`src/rtl/rv_core_pkg.sv`:
```
// RV32 core shared definitions
`default_nettype none

package rv_core_pkg;

    // widths
    localparam int XLEN       = 32;
    localparam int NUM_REGS   = 32;
    localparam int REG_SEL_W  = 5;
    localparam int DIV_CYCLES = 32;
    localparam int DIV_CNT_W  = $clog2(DIV_CYCLES);

    // major opcodes
    localparam logic [6:0] OPC_OPIMM  = 7'b0010011;
    localparam logic [6:0] OPC_OP     = 7'b0110011;
    localparam logic [6:0] OPC_LOAD   = 7'b0000011;
    localparam logic [6:0] OPC_STORE  = 7'b0100011;
    localparam logic [6:0] OPC_BRANCH = 7'b1100011;
    localparam logic [6:0] OPC_LUI    = 7'b0110111;

    // op-imm funct3
    localparam logic [2:0] F3_ADDI  = 3'b000;
    localparam logic [2:0] F3_SLTIU = 3'b011;
    localparam logic [2:0] F3_XORI  = 3'b100;
    localparam logic [2:0] F3_ORI   = 3'b110;
    localparam logic [2:0] F3_ANDI  = 3'b111;

    // branch funct3
    localparam logic [2:0] F3_BEQ  = 3'b000;
    localparam logic [2:0] F3_BNE  = 3'b001;
    localparam logic [2:0] F3_BLTU = 3'b110;
    localparam logic [2:0] F3_BGEU = 3'b111;

    // word width for loads and stores
    localparam logic [2:0] F3_WORD = 3'b010;

    // register ops, funct7 followed by funct3
    localparam logic [9:0] FN_ADD  = {7'b0000000, 3'b000};
    localparam logic [9:0] FN_SUB  = {7'b0100000, 3'b000};
    localparam logic [9:0] FN_SLL  = {7'b0000000, 3'b001};
    localparam logic [9:0] FN_SRL  = {7'b0000000, 3'b101};
    localparam logic [9:0] FN_SLTU = {7'b0000000, 3'b011};
    localparam logic [9:0] FN_AND  = {7'b0000000, 3'b111};
    localparam logic [9:0] FN_OR   = {7'b0000000, 3'b110};
    localparam logic [9:0] FN_XOR  = {7'b0000000, 3'b100};
    localparam logic [9:0] FN_MUL  = {7'b0000001, 3'b000};
    localparam logic [9:0] FN_DIVU = {7'b0000001, 3'b101};
    localparam logic [9:0] FN_REMU = {7'b0000001, 3'b111};

    // memory-mapped I/O
    localparam logic [XLEN-1:0] IO_OUT_ADDR  = 32'd1000;
    localparam logic [XLEN-1:0] IO_HALT_ADDR = 32'd1004;

    typedef enum logic [2:0] {
        ST_FETCH,
        ST_EXEC,
        ST_MEM,
        ST_DIV,
        ST_HALT
    } ctrl_state_t;

    typedef enum logic [2:0] {
        K_REG,
        K_BRANCH,
        K_LOAD,
        K_STORE,
        K_DIV,
        K_ILLEGAL
    } exec_kind_t;

endpackage

`default_nettype wire

```
`src/rtl/rv_regfile.sv`:
```
// integer register file
`timescale 1ns/1ns
`default_nettype none

module rv_regfile
    import rv_core_pkg::*;
(
    input  logic                 clk,
    input  logic                 rst,
    input  logic [REG_SEL_W-1:0] rs1_sel,
    input  logic [REG_SEL_W-1:0] rs2_sel,
    input  logic [REG_SEL_W-1:0] wr_sel,
    input  logic                 wr_en,
    input  logic [XLEN-1:0]      wr_data,
    output logic [XLEN-1:0]      rs1_data,
    output logic [XLEN-1:0]      rs2_data
);

    logic [XLEN-1:0] regs [NUM_REGS];

    // x0 is never written, so it reads back as zero
    always_ff @(posedge clk or posedge rst) begin
        if (rst) begin
            for (int i = 0; i < NUM_REGS; i++) begin
                regs[i] <= '0;
            end
        end else if (wr_en && wr_sel != '0) begin
            regs[wr_sel] <= wr_data;
        end
    end

    assign rs1_data = regs[rs1_sel];
    assign rs2_data = regs[rs2_sel];

endmodule

`default_nettype wire

```
`config.mk`:
```
export PLATFORM = sky130hd
export DESIGN_NAME = rv_regfile
export DESIGN_NICKNAME = d
export VERILOG_FILES = /design/src/rtl/rv_core_pkg.sv /design/src/rtl/rv_regfile.sv
export SDC_FILE = /design/constraint.sdc
export NUM_CORES = 2
export LEC_CHECK = 0
export BUFFER_PORTS_ARGS = -buffer_cell sky130_fd_sc_hd__buf_4
export CAP_MARGIN = 0
export CORE_ASPECT_RATIO = 1.1
export CORE_MARGIN = 3
export CORE_UTILIZATION = 35
export CTS_CLUSTER_SIZE = 10
export DETAILED_ROUTE_END_ITERATION = 10
export PLACE_DENSITY_LB_ADDON = 0.2
export SLEW_MARGIN = 15
export SYNTH_ARGS = -nofsm -noshare
export SYNTH_HDL_FRONTEND = slang
export SYNTH_SLANG_ARGS = --single-unit
```
`constraint.sdc`:
```
create_clock -name clk -period 41.4 [get_ports clk]
set_input_delay 2.07 -clock clk [delete_from_list [all_inputs] [get_ports clk]]
set_output_delay 2.07 -clock clk [all_outputs]
set_load 0.01 [all_outputs]
```
# Yosys cells after proc, flatten, opt, wreduce, memory -nomap -nowiden

Cells that the tools add are included.

Register bits after elaboration: 1024
Logic and storage cells: 51

Reductions and logical operators: 3
Multiplexer cells: 9
Order comparisons: 4
Bitwise operators: 3

Operator list:

| kind                 | number |
|---|---|
| $bwmux W1024         | 1 |
| $bmux W32 S5         | 2 |
| $demux W32 S5        | 1 |
| $mux W32             | 5 |
| $ge A6 B6 Y1 const B | 3 |
| $not A5 Y6           | 3 |
| $lt A6 B1 Y1 const B | 1 |
| $reduce_bool A5 Y1   | 1 |
| $logic_and A1 B1 Y1  | 2 |

# Logic depth before layout (Yosys ltp)

Depth after elaboration: 6
Depth in mapped cells: 8
Depth with buffers taken out: 5

# Worst setup path before layout

No wires, ideal clock.

Kind: input-to-output
Start point: input rs1_sel[1]
End point: output rs1_data[10]
Arrival time: 3.310 ns
Buffers on the path: 4
Stages on the path: 8
Path slack: 36.020 ns
Required time: 39.330 ns
Path through: buf_2 -> buf_4 -> buf_2 -> buf_2 -> mux2i_1 -> nand2_1 -> a31oi_1 -> nand3_1

Word-level cells in the longest chain between the ends: 4

RTL lines:

| item                                         | line             | source |
|---|---|---|
| start: declaration                           | rv_regfile.sv:10 | `input logic [REG_SEL_W-1:0] rs1_sel,` |
| $not A5 Y6 (not written as such)             | rv_regfile.sv:32 | `assign rs1_data = regs[rs1_sel];` |
| $bmux W32 S5                                 | rv_regfile.sv:32 |  |
| $mux W32 (not written as such) (2 in series) | rv_regfile.sv:32 |  |
| end: declaration                             | rv_regfile.sv:15 | `output logic [XLEN-1:0] rs1_data,` |

Every way passes these cells. The select of a mux whose other input is x is not followed.

# Final worst setup path

Start point: input rs1_sel[1]
End point: output rs1_data[7]

The elaborated chain is that of the path after synthesis.

==> results.yml <==
detailed_routing:
  routedWlPerCell_um: 28.6
  drt_iter0_drc: 2821
  avgViaCountPerCell: 5.79
  routed_wl_um: 188000
  ant_nets: 0
  drc: 0
  drt_first_pass_iters: 8
  vias: 38119
finish:
  largest_reg_flops: 1024
  drive_gt1_share_pct: 29.8
  fillers: 15440
  seqCellArea_sq_um: 25600
  stdcell_area_sq_um: 61000
  largest_registers: "regs x1024"
  top_register: "regs"
  multi_input_area_sq_um: 27900
  final_nets: 4494
  areaGrowthSynthToFinish_pct: 9.02
critical_path:
  max_stage_delay_ns: 1.03
  r2r_slack_ns: 40.60
  timing.rr.start: "regs[7]"
  critPathKind: "in -> out"
  critPathRequiredTime_ns: 39.33
  rr_worst_depth: 1
  cpMaxStageDelayCell: "buf_4"
  crit_chain: "buf_8 > buf_12 > buf_4 > mux2i_1 > a22o_1 > nor3_1 > a31oi_1 > nand3_1 > buf_4"
  worstPathArrival_ns: 6.10
  cpMostUsedCell: "buf_4"
  critPathTopFamily: "buffers and inverters"
  worstReg2RegEnd: "regs[7]"
  crit_buf_inv: 4
  crit_fanout: 116
  end_kind: "primary output"
  start_kind: "input pin"
synth:
  ys_types: 29
  ys.warnings.count: 0
  synth_seq_area_share_pct: 45.8
  netlist_area_sq_um: 55900
  synth_cells: 4602
  syn_area_per_cell_sq_um: 12.2
  synth-seq-cells: 1024
  synth_nets: 4652
outcome:
  status: "complete, no violations"
global_routing:
  grt-ovfl-total: 0
  grt_antenna_before_repair: 10
  grt_pass1_wl_um: 275000
  grtUsageTotal_pct: 22.4
  first_global_vias: 39028
  grt_start_max_net_pins: 162
pwr:
  p_comb_share_pct: 19.8
  p_clk_share_pct: 33.1
  vdd_ir_drop_max_v: 0.0000316
  netSwitchingPower_mw: 0.823
  p_per_area_nw_per_um2: 46.3
  intPower_mw: 2.00
  p_leak_nw: 28.4
  seq_power_share_pct: 47.1
  swShare_pct: 29.1
sta:
  finalCritPeriodShare_pct: 19.7
  finalMaxSlewViolations: 0
  hold_viol: 0
  worst-slew-pin-transition_ns: 1.17
  fin_skew_ns: 0
  finalSetupTns_ns: 0
  worst_slack_ns: 33.23
  slew_headroom_pct: 22.0
  maxClockFrequency_mhz: 122
  final-setup-viol-count: 0
  rsz0062_at_grt: "false"
  min_period_ns: 8.17
cts:
  clkSlewWorstSetupHoldPaths_ns: 0.05
  cts_resized: 0
  post_cts.repair.setup_buffers: 0
  numCtsBuffers: 116
  cts_hold_buf: 0
  clockBufferDepth: 3
  htree_levels: 3
  cts_tree: "yes"
  cts_sinks: 1024
  cts-root-buf: "clkbuf_16"
  clk-insertion-delay-late_ns: 0.72
hold_path:
  min_to: "regs[1018]"
  min_delay_path_depth: 0
  hp-start: "regs[1018]"
  hp-class: "reg -> reg"
flow_run:
  drv_cap: 0
floorplan:
  start_util_pct: 35.3
  core-area_sq_um: 159000
  die_h_um: 425
  die_w_um: 387
  num_rows: 153
  num_io_pins: 114
  dieArea_sq_um: 165000
place:
  port_buffers: 113
  place_ws_ns: 33.17
  dp_hpwl_um: 95500
  dpl_cell_area_sq_um: 57700
  place_congestion: 0.734
placed cells by master, fill, tap and decap left out, drive strengths merged:
cell type | Yosys | routed
mux2i | 1024 | 1024
dfrtp | 1024 | 1024
mux2 | 992 | 992
nand2 | 210 | 210
buf | 244 | 197
nand3 | 194 | 194
a22oi | 192 | 192
a21oi | 192 | 192
clkbuf | 229 | 148
a22o | 128 | 128
nor3 | 65 | 65
a31oi | 64 | 64
nor2 | 19 | 19
inv | 1 | 7
nand3b | 4 | 4
nor2b | 4 | 4
nand2b | 4 | 4
nor3b | 4 | 4
diode | 0 | 3
or2 | 3 | 3
clkinv | 0 | 3
and2 | 2 | 2
or3b | 1 | 1
and3 | 1 | 1
and3b | 1 | 1
cell type report:
class	instances	share of cell area (%)
inverters	1	0.0185
multi-input cells	3104	45.8
flip-flops and latches	1024	42.0
repair buffers	197	2.63
clock buffers	148	5.09
diodes	3	0.0123
well taps	2092	4.29
clock inverters	9	0.185
per-stage QoR:
step	hold WS, ns	power (mW)	utilization (%)	std cells
5_1_grt	0.409	2.97	38.5	6575
4_1_cts	0.400	2.85	38.5	6574
3_5_place_dp	0.388	1.91	36.4	6417
6_report	0.400	2.82	38.5	6578
2_1_floorplan	0.449	1.75	-	4602
3_3_place_gp	0.385	1.89	36.4	6417
how the worst max path moves through the flow:
stage                     from           to  cells past startpoint
finish              rs1_sel[1]  rs1_data[7]                      9
global route        rs1_sel[1]  rs1_data[7]                      9
CTS                 rs1_sel[1]  rs1_data[7]                      9
detailed placement  rs1_sel[1]  rs1_data[7]                      9
global placement    rs1_sel[1]  rs1_data[7]                      9
floorplan                  rst      regs[0]                      1
cells by family after synthesis:
logic type             count (synthesis)  synth area share [%]
muxes                               2016                  38.3
DFF                                 1024                  45.8
AOI/OAI and AO/OA                    576                  7.01
and+or+nand+nor                      512                  4.40
buffers and inverters                474                  4.49
routing by layer:
metal | track usage [%] | vias up | part of all wire, %
met3 | 3.18 | 282 | 4.5
li1 | - | 16551 | -
met5 | 0 | - | 0.018
met4 | 7.73 | 4 | 3.2
met1 | 30.6 | 20371 | 46
met2 | 36.2 | 911 | 46
cells in the mapped netlist, drive strengths merged:
master	instances	area, sq um
dfrtp	1024	25600
mux2i	1024	10200
and2	2	12.5
inv	1	3.75
or2	3	18.8
a22oi	192	1440
and3b	1	8.76
a31oi	64	400
nor2b	4	25.0
or3b	1	11.3
mux2	992	11200
nor3	65	325
nor2	19	191
and3	1	6.26
buf	244	1650
nand3	194	971
nand2b	4	25.0
nand2	210	788
nor3b	4	45.1
clkbuf	229	860
a21oi	192	961
nand3b	4	30.0
a22o	128	1120
power by group through the flow:
stage | Sequential, mW | Combinational (mW) | Clock, mW
after floorplan | 1.31 | 0.435 | 0
after global placement | 1.34 | 0.552 | 0
after detailed placement | 1.35 | 0.562 | 0
after CTS | 1.33 | 0.563 | 0.963
after global routing | 1.36 | 0.613 | 1.00
final | 1.33 | 0.559 | 0.934
(Power assumes the default switching activity.)
