File: src/rtl/rv_core_pkg.sv
// RV32 core shared definitions
`default_nettype none

package rv_core_pkg;

    // widths
    localparam int XLEN       = 32;
    localparam int NUM_REGS   = 32;
    localparam int REG_SEL_W  = 5;
    localparam int DIV_CYCLES = 32;
    localparam int DIV_CNT_W  = $clog2(DIV_CYCLES);

    // major opcodes
    localparam logic [6:0] OPC_OPIMM  = 7'b0010011;
    localparam logic [6:0] OPC_OP     = 7'b0110011;
    localparam logic [6:0] OPC_LOAD   = 7'b0000011;
    localparam logic [6:0] OPC_STORE  = 7'b0100011;
    localparam logic [6:0] OPC_BRANCH = 7'b1100011;
    localparam logic [6:0] OPC_LUI    = 7'b0110111;

    // op-imm funct3
    localparam logic [2:0] F3_ADDI  = 3'b000;
    localparam logic [2:0] F3_SLTIU = 3'b011;
    localparam logic [2:0] F3_XORI  = 3'b100;
    localparam logic [2:0] F3_ORI   = 3'b110;
    localparam logic [2:0] F3_ANDI  = 3'b111;

    // branch funct3
    localparam logic [2:0] F3_BEQ  = 3'b000;
    localparam logic [2:0] F3_BNE  = 3'b001;
    localparam logic [2:0] F3_BLTU = 3'b110;
    localparam logic [2:0] F3_BGEU = 3'b111;

    // word width for loads and stores
    localparam logic [2:0] F3_WORD = 3'b010;

    // register ops, funct7 followed by funct3
    localparam logic [9:0] FN_ADD  = {7'b0000000, 3'b000};
    localparam logic [9:0] FN_SUB  = {7'b0100000, 3'b000};
    localparam logic [9:0] FN_SLL  = {7'b0000000, 3'b001};
    localparam logic [9:0] FN_SRL  = {7'b0000000, 3'b101};
    localparam logic [9:0] FN_SLTU = {7'b0000000, 3'b011};
    localparam logic [9:0] FN_AND  = {7'b0000000, 3'b111};
    localparam logic [9:0] FN_OR   = {7'b0000000, 3'b110};
    localparam logic [9:0] FN_XOR  = {7'b0000000, 3'b100};
    localparam logic [9:0] FN_MUL  = {7'b0000001, 3'b000};
    localparam logic [9:0] FN_DIVU = {7'b0000001, 3'b101};
    localparam logic [9:0] FN_REMU = {7'b0000001, 3'b111};

    // memory-mapped I/O
    localparam logic [XLEN-1:0] IO_OUT_ADDR  = 32'd1000;
    localparam logic [XLEN-1:0] IO_HALT_ADDR = 32'd1004;

    typedef enum logic [2:0] {
        ST_FETCH,
        ST_EXEC,
        ST_MEM,
        ST_DIV,
        ST_HALT
    } ctrl_state_t;

    typedef enum logic [2:0] {
        K_REG,
        K_BRANCH,
        K_LOAD,
        K_STORE,
        K_DIV,
        K_ILLEGAL
    } exec_kind_t;

endpackage

`default_nettype wire

File: src/rtl/int_divider.sv
// serial unsigned divider
`timescale 1ns/1ns
`default_nettype none

module int_divider
    import rv_core_pkg::*;
(
    input  logic            clk,
    input  logic            rst,
    input  logic            start,
    input  logic [XLEN-1:0] dividend,
    input  logic [XLEN-1:0] divisor,
    output logic            busy,
    output logic            done,
    output logic [XLEN-1:0] quotient,
    output logic [XLEN-1:0] remainder
);

    logic [XLEN-1:0]      rem_q;
    logic [XLEN-1:0]      quo_q;
    logic [XLEN-1:0]      div_q;
    logic [DIV_CNT_W-1:0] cnt;
    logic [XLEN-1:0]      step_rem;
    logic [XLEN-1:0]      step_quo;
    logic [XLEN-1:0]      step_div;
    logic [XLEN:0]        trial;
    logic [XLEN:0]        diff;

    // the first step works straight from the inputs, so the last one
    // lands DIV_CYCLES cycles after start
    assign step_rem = start ? '0 : rem_q;
    assign step_quo = start ? dividend : quo_q;
    assign step_div = start ? divisor : div_q;

    // shift in the next dividend bit and try the subtract
    assign trial = {step_rem, step_quo[XLEN-1]};
    assign diff  = trial - {1'b0, step_div};

    always_ff @(posedge clk or posedge rst) begin
        if (rst) begin
            busy <= 1'b0;
            done <= 1'b0;
            cnt  <= '0;
        end else begin
            done <= 1'b0;
            if (start) begin
                busy <= 1'b1;
                cnt  <= DIV_CNT_W'(DIV_CYCLES - 1);
            end else if (busy) begin
                cnt <= cnt - 1'b1;
                if (cnt == DIV_CNT_W'(1)) begin
                    busy <= 1'b0;
                    done <= 1'b1;
                end
            end
        end
    end

    always_ff @(posedge clk) begin
        if (start) begin
            div_q <= divisor;
        end
        if (start || busy) begin
            // negative difference restores the old remainder
            if (diff[XLEN]) begin
                rem_q <= trial[XLEN-1:0];
                quo_q <= {step_quo[XLEN-2:0], 1'b0};
            end else begin
                rem_q <= diff[XLEN-1:0];
                quo_q <= {step_quo[XLEN-2:0], 1'b1};
            end
        end
    end

    assign quotient  = quo_q;
    assign remainder = rem_q;

    // one division at a time
    assert property (@(posedge clk) disable iff (rst) start |-> !busy);

endmodule

`default_nettype wire

File: config.mk
export PLATFORM = sky130hd
export DESIGN_NAME = int_divider
export DESIGN_NICKNAME = d
export VERILOG_FILES = /design/src/rtl/rv_core_pkg.sv /design/src/rtl/int_divider.sv
export SDC_FILE = /design/constraint.sdc
export NUM_CORES = 1
export LEC_CHECK = 0
export BUFFER_PORTS_ARGS = -buffer_cell sky130_fd_sc_hd__clkbuf_2
export CAP_MARGIN = 20
export CORE_UTILIZATION = 52
export DETAILED_ROUTE_END_ITERATION = 7
export PLACE_DENSITY = 0.77
export SYNTH_ARGS = -nofsm -noshare
export SYNTH_HDL_FRONTEND = slang
export SYNTH_SLANG_ARGS = --single-unit
export TNS_END_PERCENT = 50
File: constraint.sdc
create_clock -name clk -period 7.8 [get_ports clk]
set_input_delay 0.78 -clock clk [delete_from_list [all_inputs] [get_ports clk]]
set_output_delay 0.78 -clock clk [all_outputs]
set_load 0.01 [all_outputs]
== Yosys cells after proc, flatten, opt, wreduce, memory -nomap -nowiden ==
Index checks and enable logic that the tools add are counted.
W data, S select, Z words.
Storage, ports and cells
  bits of input ports: 67
  output and inout port bits: 66
  bits in registers: 103
  logic and storage cells: 24
Cells by class
  multiplexer cells: 13
  add/sub/neg operators: 2
  equality and inequality tests: 1
  reductions and logical operators: 2
Operator list (number)
  $mux W32: 4
  $sub A33 B32 Y33: 1
  $mux W5: 2
  $mux W1: 7
  $eq A5 B1 Y1 const B: 1
  $sub A5 B1 Y5 const B: 1
  $reduce_bool A2 Y1: 1
  $logic_or A1 B1 Y1: 1

== Depth between registers and ports, before layout ==
  depth after elaboration: 4
  gate-level depth with buffers: 14
  mapped depth without buffers: 11

== Worst setup path before layout ==
Ideal clock, no wire load.
  path kind: input port to flip-flop
  start: input start
  end: register rem_q[10], in the netlist remainder[10] (data pin)
  arrival: 4.431 ns
  stages on the path: 14
  required time: 7.540 ns
  buffers on the path: 3
  slack: 3.109 ns
  setup time: 0.260 ns
  path through: clkbuf_1 -> clkbuf_1 -> mux2_2 -> ha_1 -> fa_1 -> and2b_1 -> o31a_1 -> a41oi_2 -> o21ai_2 -> o21bai_2 -> o41ai_4 -> xnor2_2 -> buf_6 -> mux2_4
On the way
  cells in the longest elaborated chain, start to end: 3
  elaborated cells on any way between the ends: 5
  classes of those cells: 1 x add/sub; 4 x mux
RTL lines
  from (decl): line int_divider.sv:10  | input logic start,
  $mux W32
  via step_div[0]: line int_divider.sv:25  | logic [XLEN-1:0] step_div;
  $sub A33 B32 Y33: line int_divider.sv:37  | assign diff = trial - {1'b0, step_div};
  $mux W32: line int_divider.sv:65  | if (diff[XLEN]) begin
  to (signal assigned): line int_divider.sv:66  | rem_q <= trial[XLEN-1:0];
  to (signal assigned): line int_divider.sv:69  | rem_q <= diff[XLEN-1:0];
  to (decl): line int_divider.sv:19  | logic [XLEN-1:0] rem_q;
The timed path passes the listed nets, and every way through them passes these cells.
A chain may end at the register's enable or synchronous reset.

== Worst setup path in the final report ==
  start: input start
  end: register rem_q[25], in the netlist remainder[25] (data pin)
On the way
  cells in the longest elaborated chain, start to end: 3
  elaborated cells on any way between the ends: 5
  classes of those cells: 1 x add/sub; 4 x mux
RTL lines (line)
  $mux W32, on equally long branches
  $sub A33 B32 Y33: int_divider.sv:37
  $mux W32 *: int_divider.sv:65
Every way passes the cells marked *; elsewhere a longest branch is shown, timed or not.

==> impl_metrics.yaml <==
run_status:
  status: "complete, but fails checks"
  violations: "DRC"
clock_network:
  cts_buffers: 9
  root_buffer: "clkbuf_16"
  clk_path_buf_depth: 2
  h-tree-depth: 3
  cts-resized-gates: 0
  cts_setup_buffers: 0
  path_clk_slew_ns: 0.06
  clk_latency_ns: 0.35
  ctsHoldBuffers: 0
  cts_tree: "done"
  clkSinkCount: 103
placement:
  pre_cts_slack_ns: 2.237
  dp.final_hpwl_um: 9628
  gp_congestion: 0.8788
  io_buffers: 132
routing:
  drc: 4
  ant_nets: 0
  drtPass1Iterations: 7
  wl_um: 13230
  viasPerCell: 5.492
  first_iter_violations: 300
  vias: 4619
  wl_per_cell_um: 15.73
timing:
  slew_violations: 0
  fin_crit_ns: 5.125
  rsz0062_at_grt: "no"
  min_period_over_period_pct: 65.71
  finalSetupTns_ns: 0
  skew_ns: 0.007569
  finalSetupViolCount: 0
  hold_viol: 0
  fmax_mhz: 195.1
  timing.slew.headroom_pct: 33.16
  fin_ws_ns: 2.675
  tightestPinTransition_ns: 1.003
floorplanning:
  core_mm2: 0.01156
  io-pin-count: 133
  initial_utilization_pct: 54.20
  die_w_um: 111.8
  rows: 39
  dieArea_mm2: 0.01250
  die_y_um: 111.8
power_and_ir_drop:
  switching_share_pct: 33.44
  power-per-cell-area_mw_per_mm2: 290.7
  p_leak_uw: 0.003459
  pwr-share-clk_pct: 22.4
  p_int_uw: 1418
  switching_power_uw: 712.2
  power_frac_seq_pct: 36.7
  vdd_drop_max_uv: 137.4
  power_frac_comb_pct: 40.9
setup_path:
  cp_slowest_cell: "buf_4"
  critPathMaxStageDelay_ns: 0.69
  cp_cell_sequence: "buf_4 > buf_4 > mux2i_1 > ha_1 > and2b_1 > o31a_1 > a41oi_2 > o21ai_2 > o21bai_2 > o41ai_4 > xnor2_4 > buf_4 > mux2_4"
  crit_arrival_ns: 5.22
  critPathMaxFanout: 76
  startpoint_type: "input port"
  cp-end-kind: "register"
  crit_top_cell: "buf_4"
  required_ns: 7.89
  worstSetupPathType: "input port to register"
finish:
  final_common_cell: "clkbuf_2"
  fin_util_pct: 63.36
  final_cell_mix: "131 x clkbuf_2, 64 x edfxtp_1, 46 x inv_1"
  drive_above_1_share_pct: 30.80
  final_nets: 795
  seq_area_mm2: 0.002738
  diodes: 0
  multiInputGateArea_mm2: 0.003237
  fillers: 942
  syn_to_final_growth_pct: 16.89
global_route:
  grt_pass1_wl_um: 21710
  grt_max_degree: 77
  grtUsageTotal_pct: 21.60
  antenna_found_initial: 0
  overflow: 0
  grt_pass1_vias: 4516
logic_synthesis:
  synth-async-reset-ratio_pct: 6.796
  synth_fp_nets: 677
  yosysTopAreaCell: "edfxtp_1"
  syn_inst: 575
  synth_edf_count: 64
  ys_seq_area_share_pct: 43.67
  synth_top_family_by_area: "multiplexers"
  synth-compound-area-share_pct: 10.72
  synth.area.top_cells: "edfxtp_1 31%, dfxtp_1 10%, ha_1 6.8%, mux2_4 6.0%, mux2i_1 5.9%"
  synth_seq_cells: 103
  yosys.area_share.adder_pct: 7.106
  synth.avg_cell_area_um2: 10.90
  synth_top_area_share_pct: 30.66
  synthMuxAreaShare_pct: 18.18
  netlist_area_mm2: 0.006269
  synth-xor-area-share_pct: 4.311
  synth-simple-area-share_pct: 11.14
  synth_cell_types: 58
  yosysWarnings: 0
  synth_flop_cell: "edfxtp_1"
hold_path:
  timing.hold.worst.class: "input port to async pin"
run:
  drv_cap: 0
-- metrics by stage --
step | cells | hold WS (ns) | power, uW | instance area, um^2
2_1_floorplan | 575 | 0.4309 | 1428 | 6269
3_3_place_gp | 825 | 0.4425 | 1633 | 7012
3_5_place_dp | 825 | 0.4545 | 1652 | 7012
4_1_cts | 841 | 0.3308 | 2141 | 7327
5_1_grt | 841 | 0.3564 | 2251 | 7327
6_report | 841 | 0.3324 | 2130 | 7327
-- flip-flops by register name, summed over array words and instances (netlist names) --
name and count:
cnt 5, busy 1, done 1, quotient 32, div_q 32, remainder 32
-- metal layers --
metal | vias to the layer above | wire length [um] | global-route usage [%] | share of wire, %
li1 | 2286 | - | - | -
met3 | 23 | 482 | 3.484 | 3.6
met5 | - | 0 | 0 | 0
met4 | 0 | 231 | 9.369 | 1.7
met2 | 129 | 6410 | 35.49 | 48
met1 | 2181 | 6104 | 28.19 | 46
-- worst paths after layout --
| kind | end | depth (start not counted) | start | slack [ns] |
|---|---|---|---|---|
| hold / removal | cnt[1]$_DFFE_PP0P_ | 2 | rst | 0.33 |
| min in group clk | div_q[3]$_DFF_P_ | 2 | div_q[3]$_DFF_P_ | 0.47 |
| setup / recovery | remainder[25]$_DFFE_PP_ | 13 | start | 2.67 |
| setup reg to reg | remainder[25]$_DFFE_PP_ | 12 | div_q[0]$_DFF_P_ | 3.77 |
| max in group asynchronous | cnt[3]$_DFFE_PP0P_ | 2 | rst | 7.26 |
| hold reg to reg | div_q[3]$_DFF_P_ | 2 | div_q[3]$_DFF_P_ | 0.47 |
-- synthesized netlist by cell type (5+ instances only) --
cell type / number
nand4_1: 5
a21oi_1: 35
ha_1: 34
o21a_1: 6
mux2i_1: 37
o21ai_0: 22
mux2_2: 32
nand3_1: 14
xnor2_1: 19
a211oi_1: 5
o211ai_1: 7
nand2_1: 30
dfxtp_1: 32
nor2b_1: 33
clkbuf_1: 19
mux2_4: 25
nand2b_1: 12
inv_1: 46
edfxtp_1: 64
xor2_1: 10
nor2_1: 21
dfrtp_1: 7
-- area by class of cell --
cell class / count / share of cell area [%]
Timing Repair Buffer: 135 / 9.358
Sequential cell: 103 / 37.36
Clock buffer: 10 / 3.125
Clock inverter: 6 / 1.178
Multi-Input combinational cell: 398 / 44.18
Inverter: 46 / 2.357
Tap cell: 143 / 2.442
-- power groups by stage --
stage	Combinational, uW	Clock [uW]	Sequential [uW]
after floorplan	601	0	827
after global routing	950	504	797
after global placement	844	0	789
after detailed placement	860	0	792
after CTS	869	489	783
final	871	477	782
-- kinds of logic (layout without fill, tap and decap cells) --
group | count (synthesis) | in the layout
muxes | 97 | 97
DFF | 103 | 103
xor gates and xnor gates | 30 | 30
and+or+nand+nor | 133 | 133
buffers and inverters | 74 | 197
AOI/OAI and AO/OA | 103 | 103
adders and majority gates | 35 | 35
-- worst max-delay path, delay by kind of cell --
family / cells / cell delay, ns
adders and majority gates: 1 / 0.31
xor gates and xnor gates: 1 / 0.59
and+or+nand+nor: 1 / 0.19
muxes: 2 / 0.62
buffers and inverters: 3 / 1.63
AOI/OAI and AO/OA: 5 / 1.06
No activity file was read; power rests on OpenSTA's default activity.
