## src/rtl/rv_core_pkg.sv

```systemverilog
// RV32 core shared definitions
`default_nettype none

package rv_core_pkg;

    // widths
    localparam int XLEN       = 32;
    localparam int NUM_REGS   = 32;
    localparam int REG_SEL_W  = 5;
    localparam int DIV_CYCLES = 32;
    localparam int DIV_CNT_W  = $clog2(DIV_CYCLES);

    // major opcodes
    localparam logic [6:0] OPC_OPIMM  = 7'b0010011;
    localparam logic [6:0] OPC_OP     = 7'b0110011;
    localparam logic [6:0] OPC_LOAD   = 7'b0000011;
    localparam logic [6:0] OPC_STORE  = 7'b0100011;
    localparam logic [6:0] OPC_BRANCH = 7'b1100011;
    localparam logic [6:0] OPC_LUI    = 7'b0110111;

    // op-imm funct3
    localparam logic [2:0] F3_ADDI  = 3'b000;
    localparam logic [2:0] F3_SLTIU = 3'b011;
    localparam logic [2:0] F3_XORI  = 3'b100;
    localparam logic [2:0] F3_ORI   = 3'b110;
    localparam logic [2:0] F3_ANDI  = 3'b111;

    // branch funct3
    localparam logic [2:0] F3_BEQ  = 3'b000;
    localparam logic [2:0] F3_BNE  = 3'b001;
    localparam logic [2:0] F3_BLTU = 3'b110;
    localparam logic [2:0] F3_BGEU = 3'b111;

    // word width for loads and stores
    localparam logic [2:0] F3_WORD = 3'b010;

    // register ops, funct7 followed by funct3
    localparam logic [9:0] FN_ADD  = {7'b0000000, 3'b000};
    localparam logic [9:0] FN_SUB  = {7'b0100000, 3'b000};
    localparam logic [9:0] FN_SLL  = {7'b0000000, 3'b001};
    localparam logic [9:0] FN_SRL  = {7'b0000000, 3'b101};
    localparam logic [9:0] FN_SLTU = {7'b0000000, 3'b011};
    localparam logic [9:0] FN_AND  = {7'b0000000, 3'b111};
    localparam logic [9:0] FN_OR   = {7'b0000000, 3'b110};
    localparam logic [9:0] FN_XOR  = {7'b0000000, 3'b100};
    localparam logic [9:0] FN_MUL  = {7'b0000001, 3'b000};
    localparam logic [9:0] FN_DIVU = {7'b0000001, 3'b101};
    localparam logic [9:0] FN_REMU = {7'b0000001, 3'b111};

    // memory-mapped I/O
    localparam logic [XLEN-1:0] IO_OUT_ADDR  = 32'd1000;
    localparam logic [XLEN-1:0] IO_HALT_ADDR = 32'd1004;

    typedef enum logic [2:0] {
        ST_FETCH,
        ST_EXEC,
        ST_MEM,
        ST_DIV,
        ST_HALT
    } ctrl_state_t;

    typedef enum logic [2:0] {
        K_REG,
        K_BRANCH,
        K_LOAD,
        K_STORE,
        K_DIV,
        K_ILLEGAL
    } exec_kind_t;

endpackage

`default_nettype wire

```

## src/rtl/rv_exec_unit.sv

```systemverilog
// instruction decode and ALU
`timescale 1ns/1ns
`default_nettype none

module rv_exec_unit
    import rv_core_pkg::*;
(
    input  logic [XLEN-1:0]      instr,
    input  logic [XLEN-1:0]      pc,
    input  logic [XLEN-1:0]      rs1_data,
    input  logic [XLEN-1:0]      rs2_data,
    output logic [REG_SEL_W-1:0] rs1_sel,
    output logic [REG_SEL_W-1:0] rs2_sel,
    output logic [REG_SEL_W-1:0] rd_sel,
    output exec_kind_t           kind,
    output logic [XLEN-1:0]      alu_result,
    output logic [XLEN-1:0]      mem_addr_calc,
    output logic [XLEN-1:0]      store_data,
    output logic [XLEN-1:0]      next_pc,
    output logic                 div_is_rem
);

    logic [6:0]      opcode;
    logic [2:0]      funct3;
    logic [9:0]      fn;
    logic [XLEN-1:0] imm_i;
    logic [XLEN-1:0] imm_s;
    logic [XLEN-1:0] imm_b;
    logic [XLEN-1:0] imm_u;
    logic            branch_taken;

    assign opcode  = instr[6:0];
    assign funct3  = instr[14:12];
    assign fn      = {instr[31:25], instr[14:12]};
    assign rd_sel  = instr[11:7];
    assign rs1_sel = instr[19:15];
    assign rs2_sel = instr[24:20];

    // sign-extended immediates
    assign imm_i = {{20{instr[31]}}, instr[31:20]};
    assign imm_s = {{20{instr[31]}}, instr[31:25], instr[11:7]};
    assign imm_b = {{20{instr[31]}}, instr[7], instr[30:25], instr[11:8], 1'b0};
    assign imm_u = {instr[31:12], 12'b0};

    assign mem_addr_calc = rs1_data + ((opcode == OPC_STORE) ? imm_s : imm_i);
    assign store_data    = rs2_data;
    assign next_pc       = pc + (branch_taken ? imm_b : XLEN'(4));

    always_comb begin
        kind         = K_ILLEGAL;
        alu_result   = '0;
        branch_taken = 1'b0;
        div_is_rem   = 1'b0;
        case (opcode)
            OPC_OPIMM: begin
                kind = K_REG;
                case (funct3)
                    F3_ADDI:  alu_result = rs1_data + imm_i;
                    F3_SLTIU: alu_result = XLEN'(rs1_data < imm_i);
                    F3_XORI:  alu_result = rs1_data ^ imm_i;
                    F3_ORI:   alu_result = rs1_data | imm_i;
                    F3_ANDI:  alu_result = rs1_data & imm_i;
                    default:  kind = K_ILLEGAL;
                endcase
            end
            OPC_OP: begin
                kind = K_REG;
                case (fn)
                    FN_ADD:  alu_result = rs1_data + rs2_data;
                    FN_SUB:  alu_result = rs1_data - rs2_data;
                    FN_SLL:  alu_result = rs1_data << rs2_data[4:0];
                    FN_SRL:  alu_result = rs1_data >> rs2_data[4:0];
                    FN_SLTU: alu_result = XLEN'(rs1_data < rs2_data);
                    FN_AND:  alu_result = rs1_data & rs2_data;
                    FN_OR:   alu_result = rs1_data | rs2_data;
                    FN_XOR:  alu_result = rs1_data ^ rs2_data;
                    // low word of the product
                    FN_MUL:  alu_result = rs1_data * rs2_data;
                    FN_DIVU: kind = K_DIV;
                    FN_REMU: begin
                        kind       = K_DIV;
                        div_is_rem = 1'b1;
                    end
                    default: kind = K_ILLEGAL;
                endcase
            end
            OPC_LOAD: begin
                if (funct3 == F3_WORD) begin
                    kind = K_LOAD;
                end
            end
            OPC_STORE: begin
                if (funct3 == F3_WORD) begin
                    kind = K_STORE;
                end
            end
            OPC_BRANCH: begin
                kind = K_BRANCH;
                case (funct3)
                    F3_BEQ:  branch_taken = (rs1_data == rs2_data);
                    F3_BNE:  branch_taken = (rs1_data != rs2_data);
                    F3_BLTU: branch_taken = (rs1_data < rs2_data);
                    F3_BGEU: branch_taken = (rs1_data >= rs2_data);
                    default: kind = K_ILLEGAL;
                endcase
            end
            OPC_LUI: begin
                kind       = K_REG;
                alu_result = imm_u;
            end
            default: kind = K_ILLEGAL;
        endcase
    end

endmodule

`default_nettype wire

```

## config.mk

```make
export PLATFORM = sky130hd
export DESIGN_NAME = rv_exec_unit
export DESIGN_NICKNAME = d
export VERILOG_FILES = /design/src/rtl/rv_core_pkg.sv /design/src/rtl/rv_exec_unit.sv
export SDC_FILE = /design/constraint.sdc
export NUM_CORES = 2
export LEC_CHECK = 0
export ABC_AREA = 1
export BUFFER_PORTS_ARGS = -buffer_cell sky130_fd_sc_hd__clkbuf_2
export CAP_MARGIN = 10
export CORE_MARGIN = 5
export CORE_UTILIZATION = 55
export DETAILED_ROUTE_END_ITERATION = 16
export PLACE_DENSITY = 0.74
export SLEW_MARGIN = 20
export SYNTH_ARGS = -nofsm -noshare
export SYNTH_HDL_FRONTEND = slang
export SYNTH_SLANG_ARGS = --single-unit
```

## constraint.sdc

```tcl
create_clock -name vclk -period 14.8
set_clock_uncertainty 0.15 [all_clocks]
set_input_delay 0.74 -clock vclk [all_inputs]
set_output_delay 0.74 -clock vclk [all_outputs]
set_load 0.02 [all_outputs]
```

Word-level counts from Yosys, hierarchy flattened --
Index checks and enable logic that the tools add are counted.
Storage, ports and cells: register bits 0, bits in latches 0, RAM bits 0, ROM bits 0, input bits 128, output and inout bits 147, logic and storage cells 62, memories kept 0
Operators by class: add/sub/neg operators 5, multipliers 1, divide/modulo/power cells 0, magnitude comparators 3, eq/ne operators 24, shift-type cells 2, mux-type cells 15, bitwise operators 6, reduce and logical (&&, ||, !) cells 6
Operator list (count):
- $pmux 32 s9 | 1
- $pmux 32 s5 | 1
- $add 32x32->32 | 4
- $pmux 32 s3 | 1
- $and 32x32->32 | 2
- $lt 32x32->1 | 2
- $or 32x32->32 | 2
- $xor 32x32->32 | 2
- $eq 10x3->1 const B | 4
- $eq 32x32->1 | 1
- $ge 32x32->1 | 1
- $mul 32x32->32 | 1
- $mux 32 | 1
- $ne 32x32->1 | 1
- $shl 32x5->32 | 1
- $shr 32x5->32 | 1
- $sub 32x32->32 | 1
- $eq 10x4->1 const B | 3
- $eq 7x6->1 const B | 3
- $pmux 3 s6 | 1
- $mux 3 | 4
- $eq 10x1->1 const B | 1
- $eq 10x2->1 const B | 1
- $eq 10x9->1 const B | 1
- 16 further kinds | 21

Logic depth before layout (Yosys ltp) --
depth in word-level cells 5, mapped depth 36, mapped depth without buffers 33

Worst setup path before layout --
Ideal clock, no wire load.
kind input-to-output, from input port rs2_data[3], to output port alu_result[27], arrival time 7.710 ns, required time 13.910 ns, slack 6.200 ns, cell stages on the path 30, path buffers 5, cells stage by stage clkbuf_1 -> clkbuf_1 -> buf_2 -> clkbuf_1 -> clkbuf_1 -> nand2_1 -> inv_1 -> fa_1 -> inv_1 -> fa_1 -> fa_1 -> fa_1 -> inv_1 -> fa_1 -> inv_1 -> fa_1 -> inv_1 -> fa_1 -> fa_1 -> ha_1 -> a21oi_1 -> o21ai_0 -> a21oi_1 -> nand3_1 -> a21o_1 -> or2_2 -> nand3_1 -> nand4_1 -> nand2_1 -> nand3_1
Between the ends: cells in the longest elaborated chain, start to end 3, elaborated cells on any way between the ends 7, classes of those cells 2 x add/sub; 1 x mul; 2 x shift; 2 x mux
Ends and longest elaborated chain:
- from (decl) | line rv_exec_unit.sv:11 | input logic [XLEN-1:0] rs2_data,
- $mul 32x32->32 (tied with other cells) | line rv_exec_unit.sv:78 | FN_MUL: alu_result = rs1_data * rs2_data;
- $pmux 32 s9 (*) | line rv_exec_unit.sv:68 | case (fn)
- $pmux 32 s3 (*) | line rv_exec_unit.sv:54 | case (opcode)
- to (decl) | line rv_exec_unit.sv:16 | output logic [XLEN-1:0] alu_result,
Mark *: on every way between the ends. The rest lies on a longest branch, timed or not.

Worst setup path after layout --
from input port rs2_data[2], to output port alu_result[22]
The elaborated chain is that of the path after synthesis.

==> qor.json <==
{
  "avgRoutedWirePerCell_microns": 24.7,
  "synthMostInstantiatedCell": "sky130_fd_sc_hd__nand2_1",
  "ctsHoldBuffers": 0,
  "post-cts-setup-buffer-count": 0,
  "syn2layout_area_growth_pct": 3.86,
  "drt-initial-drc-count": 4330,
  "grt_antenna_before_repair": 5,
  "global_route_wire_length_before_repair_microns": 215000,
  "via_count": 35700,
  "layout.clock_buffers": 0,
  "synth_area_leaders": "sky130_fd_sc_hd__fa_1, sky130_fd_sc_hd__nand2_1, sky130_fd_sc_hd__ha_1",
  "critical-path-top-cell-by-count": "sky130_fd_sc_hd__fa_1",
  "ys_seq_area_frac": 0,
  "hold_path.startpoint": "pc[0]",
  "yosys.area.top_type_share": 0.256,
  "worst_hold_path_type": "primary input to output port",
  "share_of_post_route_cells_with_drive_strength_above_1": 0.0797,
  "vias_per_instance": 6.03,
  "core_box_area_sq_um": 58000,
  "number_of_nets_in_the_finished_design": 6040,
  "final.min_clock_period_ps": 9700,
  "hold_path_depth": 0,
  "routabilityCongestion": 1.14,
  "flops_and_latches": 0,
  "yosys.area.top_type": "sky130_fd_sc_hd__fa_1",
  "slew_violations": 0,
  "layout.area.seq_sq_um": 0,
  "first_global_vias": 35000,
  "grt_remaining_overflow": 0,
  "drt_pass1_iterations": 10,
  "worst_path_max_delay_cell": "sky130_fd_sc_hd__buf_4",
  "timing.fmax_ghz": 0.103,
  "worst_hold_path.endpoint": "next_pc[0]",
  "initial_utilization": 0.557,
  "final-hold-violation-count": 0,
  "postRouteAntennaNets": 0,
  "setup_repair_after_global_routing_missed_its_margin": "false",
  "die_y_microns": 253,
  "worstSetupStartpointType": "primary input",
  "critical_path_required_ps": 13910,
  "dpl.hpwl_microns": 118000,
  "detail_route.wirelength_microns": 146000,
  "timing.setup.tns_ps": 0,
  "largest_net_degree_at_the_start_of_global_routing": 89,
  "drc": 0,
  "worstPathMaxFanout": 62,
  "final_cell_utilization_of_the_core": 0.579,
  "syn_avg_cell_area_sq_um": 6.34,
  "grtUsageTotal": 0.443,
  "worst_slew_margin_relative_to_its_limit": 0.267,
  "ratio_of_final_minimum_period_to_clock_period": 0.655,
  "timing.critical_path.to_type": "output port",
  "die_w_microns": 253,
  "netlist_instances": 5106,
  "std_cell_rows": 88,
  "postCtsResizedCells": 0,
  "die_area_sq_um": 63800,
  "synth.cell_area_sq_um": 32300,
  "arrival_ps": 8800,
  "synthDistinctLibCells": 66,
  "top_level_i_o_count": 275,
  "maxCapViolations": 0,
  "cp_slowest_stage_delay_ps": 660,
  "yosys-top-cells-count": "sky130_fd_sc_hd__nand2_1, sky130_fd_sc_hd__inv_1, sky130_fd_sc_hd__fa_1",
  "ys.warnings.count": 0,
  "setup_viol_count_final": 0,
  "numPortBuffers": 273,
  "n_fill_cell": 5847,
  "mappedNetlistNets": 5999,
  "status": "complete, no violations",
  "tightest_slew_ps": 1100,
  "critPathKind": "primary input to output port"
}
==> per-stage QoR <==
| stage | area, sq um | std cells | worst slack [ps] | hold WS [ps] |
|---|---|---|---|---|
| 2_1_floorplan | 32300 | 5106 | 6200 | 1420 |
| 3_3_place_gp | 33600 | 5910 | 5380 | 1330 |
| 3_5_place_dp | 33600 | 5910 | 5340 | 1330 |
| 4_1_cts | 33600 | 5910 | 5310 | 1330 |
| 5_1_grt | 33600 | 5910 | 4870 | 1330 |
| 6_report | 33600 | 5912 | 5110 | 1330 |
==> how the worst max path moves through the flow <==
stage / slack, ps / depth (start not counted) / start / endpoint
4_1_cts: 5310 / 32 / rs2_data[2] / alu_result[26]
5_1_grt: 4870 / 33 / rs2_data[2] / alu_result[26]
2_1_floorplan: 6200 / 30 / rs2_data[3] / alu_result[27]
3_3_place_gp: 5380 / 26 / rs2_data[2] / alu_result[23]
3_5_place_dp: 5340 / 33 / rs2_data[2] / alu_result[26]
6_report: 5110 / 29 / rs2_data[2] / alu_result[22]
==> cell usage in the layout, fill, tap and decap left out, drive strengths merged, types with 6 or more instances in the layout <==
cell,n
nand3,219
a31oi,10
nand2,1304
fa,413
nand3b,9
a221oi,14
mux2i,11
o22ai,33
buf,45
a211oi,14
inv,1096
xnor2,21
nand4,52
a21boi,7
o311ai,6
nor4,17
or2,30
nor3,40
o31ai,12
o21bai,23
clkbuf,270
o21a,14
o221ai,8
o21ai,330
xor2,53
ha,352
a21oi,318
o211ai,41
nor2,310
o2111ai,17
a21o,22
==> worst max-delay path, delay by kind of cell <==
kind,cells,cell delay (ps)
AO/OA/AOI/OAI,1,230
adder cells (fa/ha/maj),9,4220
buffers and inverters,8,1710
AND/OR/NAND/NOR,11,1870
==> routing by layer <==
metal  vias to the layer above  GRT usage  wire (microns)
li1                      15900          -               -
met4                         2      0.255           11200
met5                         -          0              52
met2                      2417      0.675           61800
met1                     16800      0.573           54800
met3                       539      0.109           18100
==> kinds of logic (layout without fill, tap and decap cells) <==
kind of cell               count (synthesis)  after routing  share of synthesized area
buffers and inverters                   1377           1416                      0.171
muxes                                     11             11                    0.00340
adders and majority gates                765            765                      0.392
xor gates and xnor gates                  74             74                     0.0200
AOI/OAI and AO/OA                        887            887                      0.159
other                                      0              2                          0
and+or+nand+nor                         1992           1992                      0.254
==> final cells by class <==
cell class	count	area, sq um	share of cell area
multi-input cells	3729	26800	0.798
inverters	1101	4140	0.123
repair buffers	315	1680	0.0501
well taps	765	957	0.0285
diodes	2	5.00	0.000149
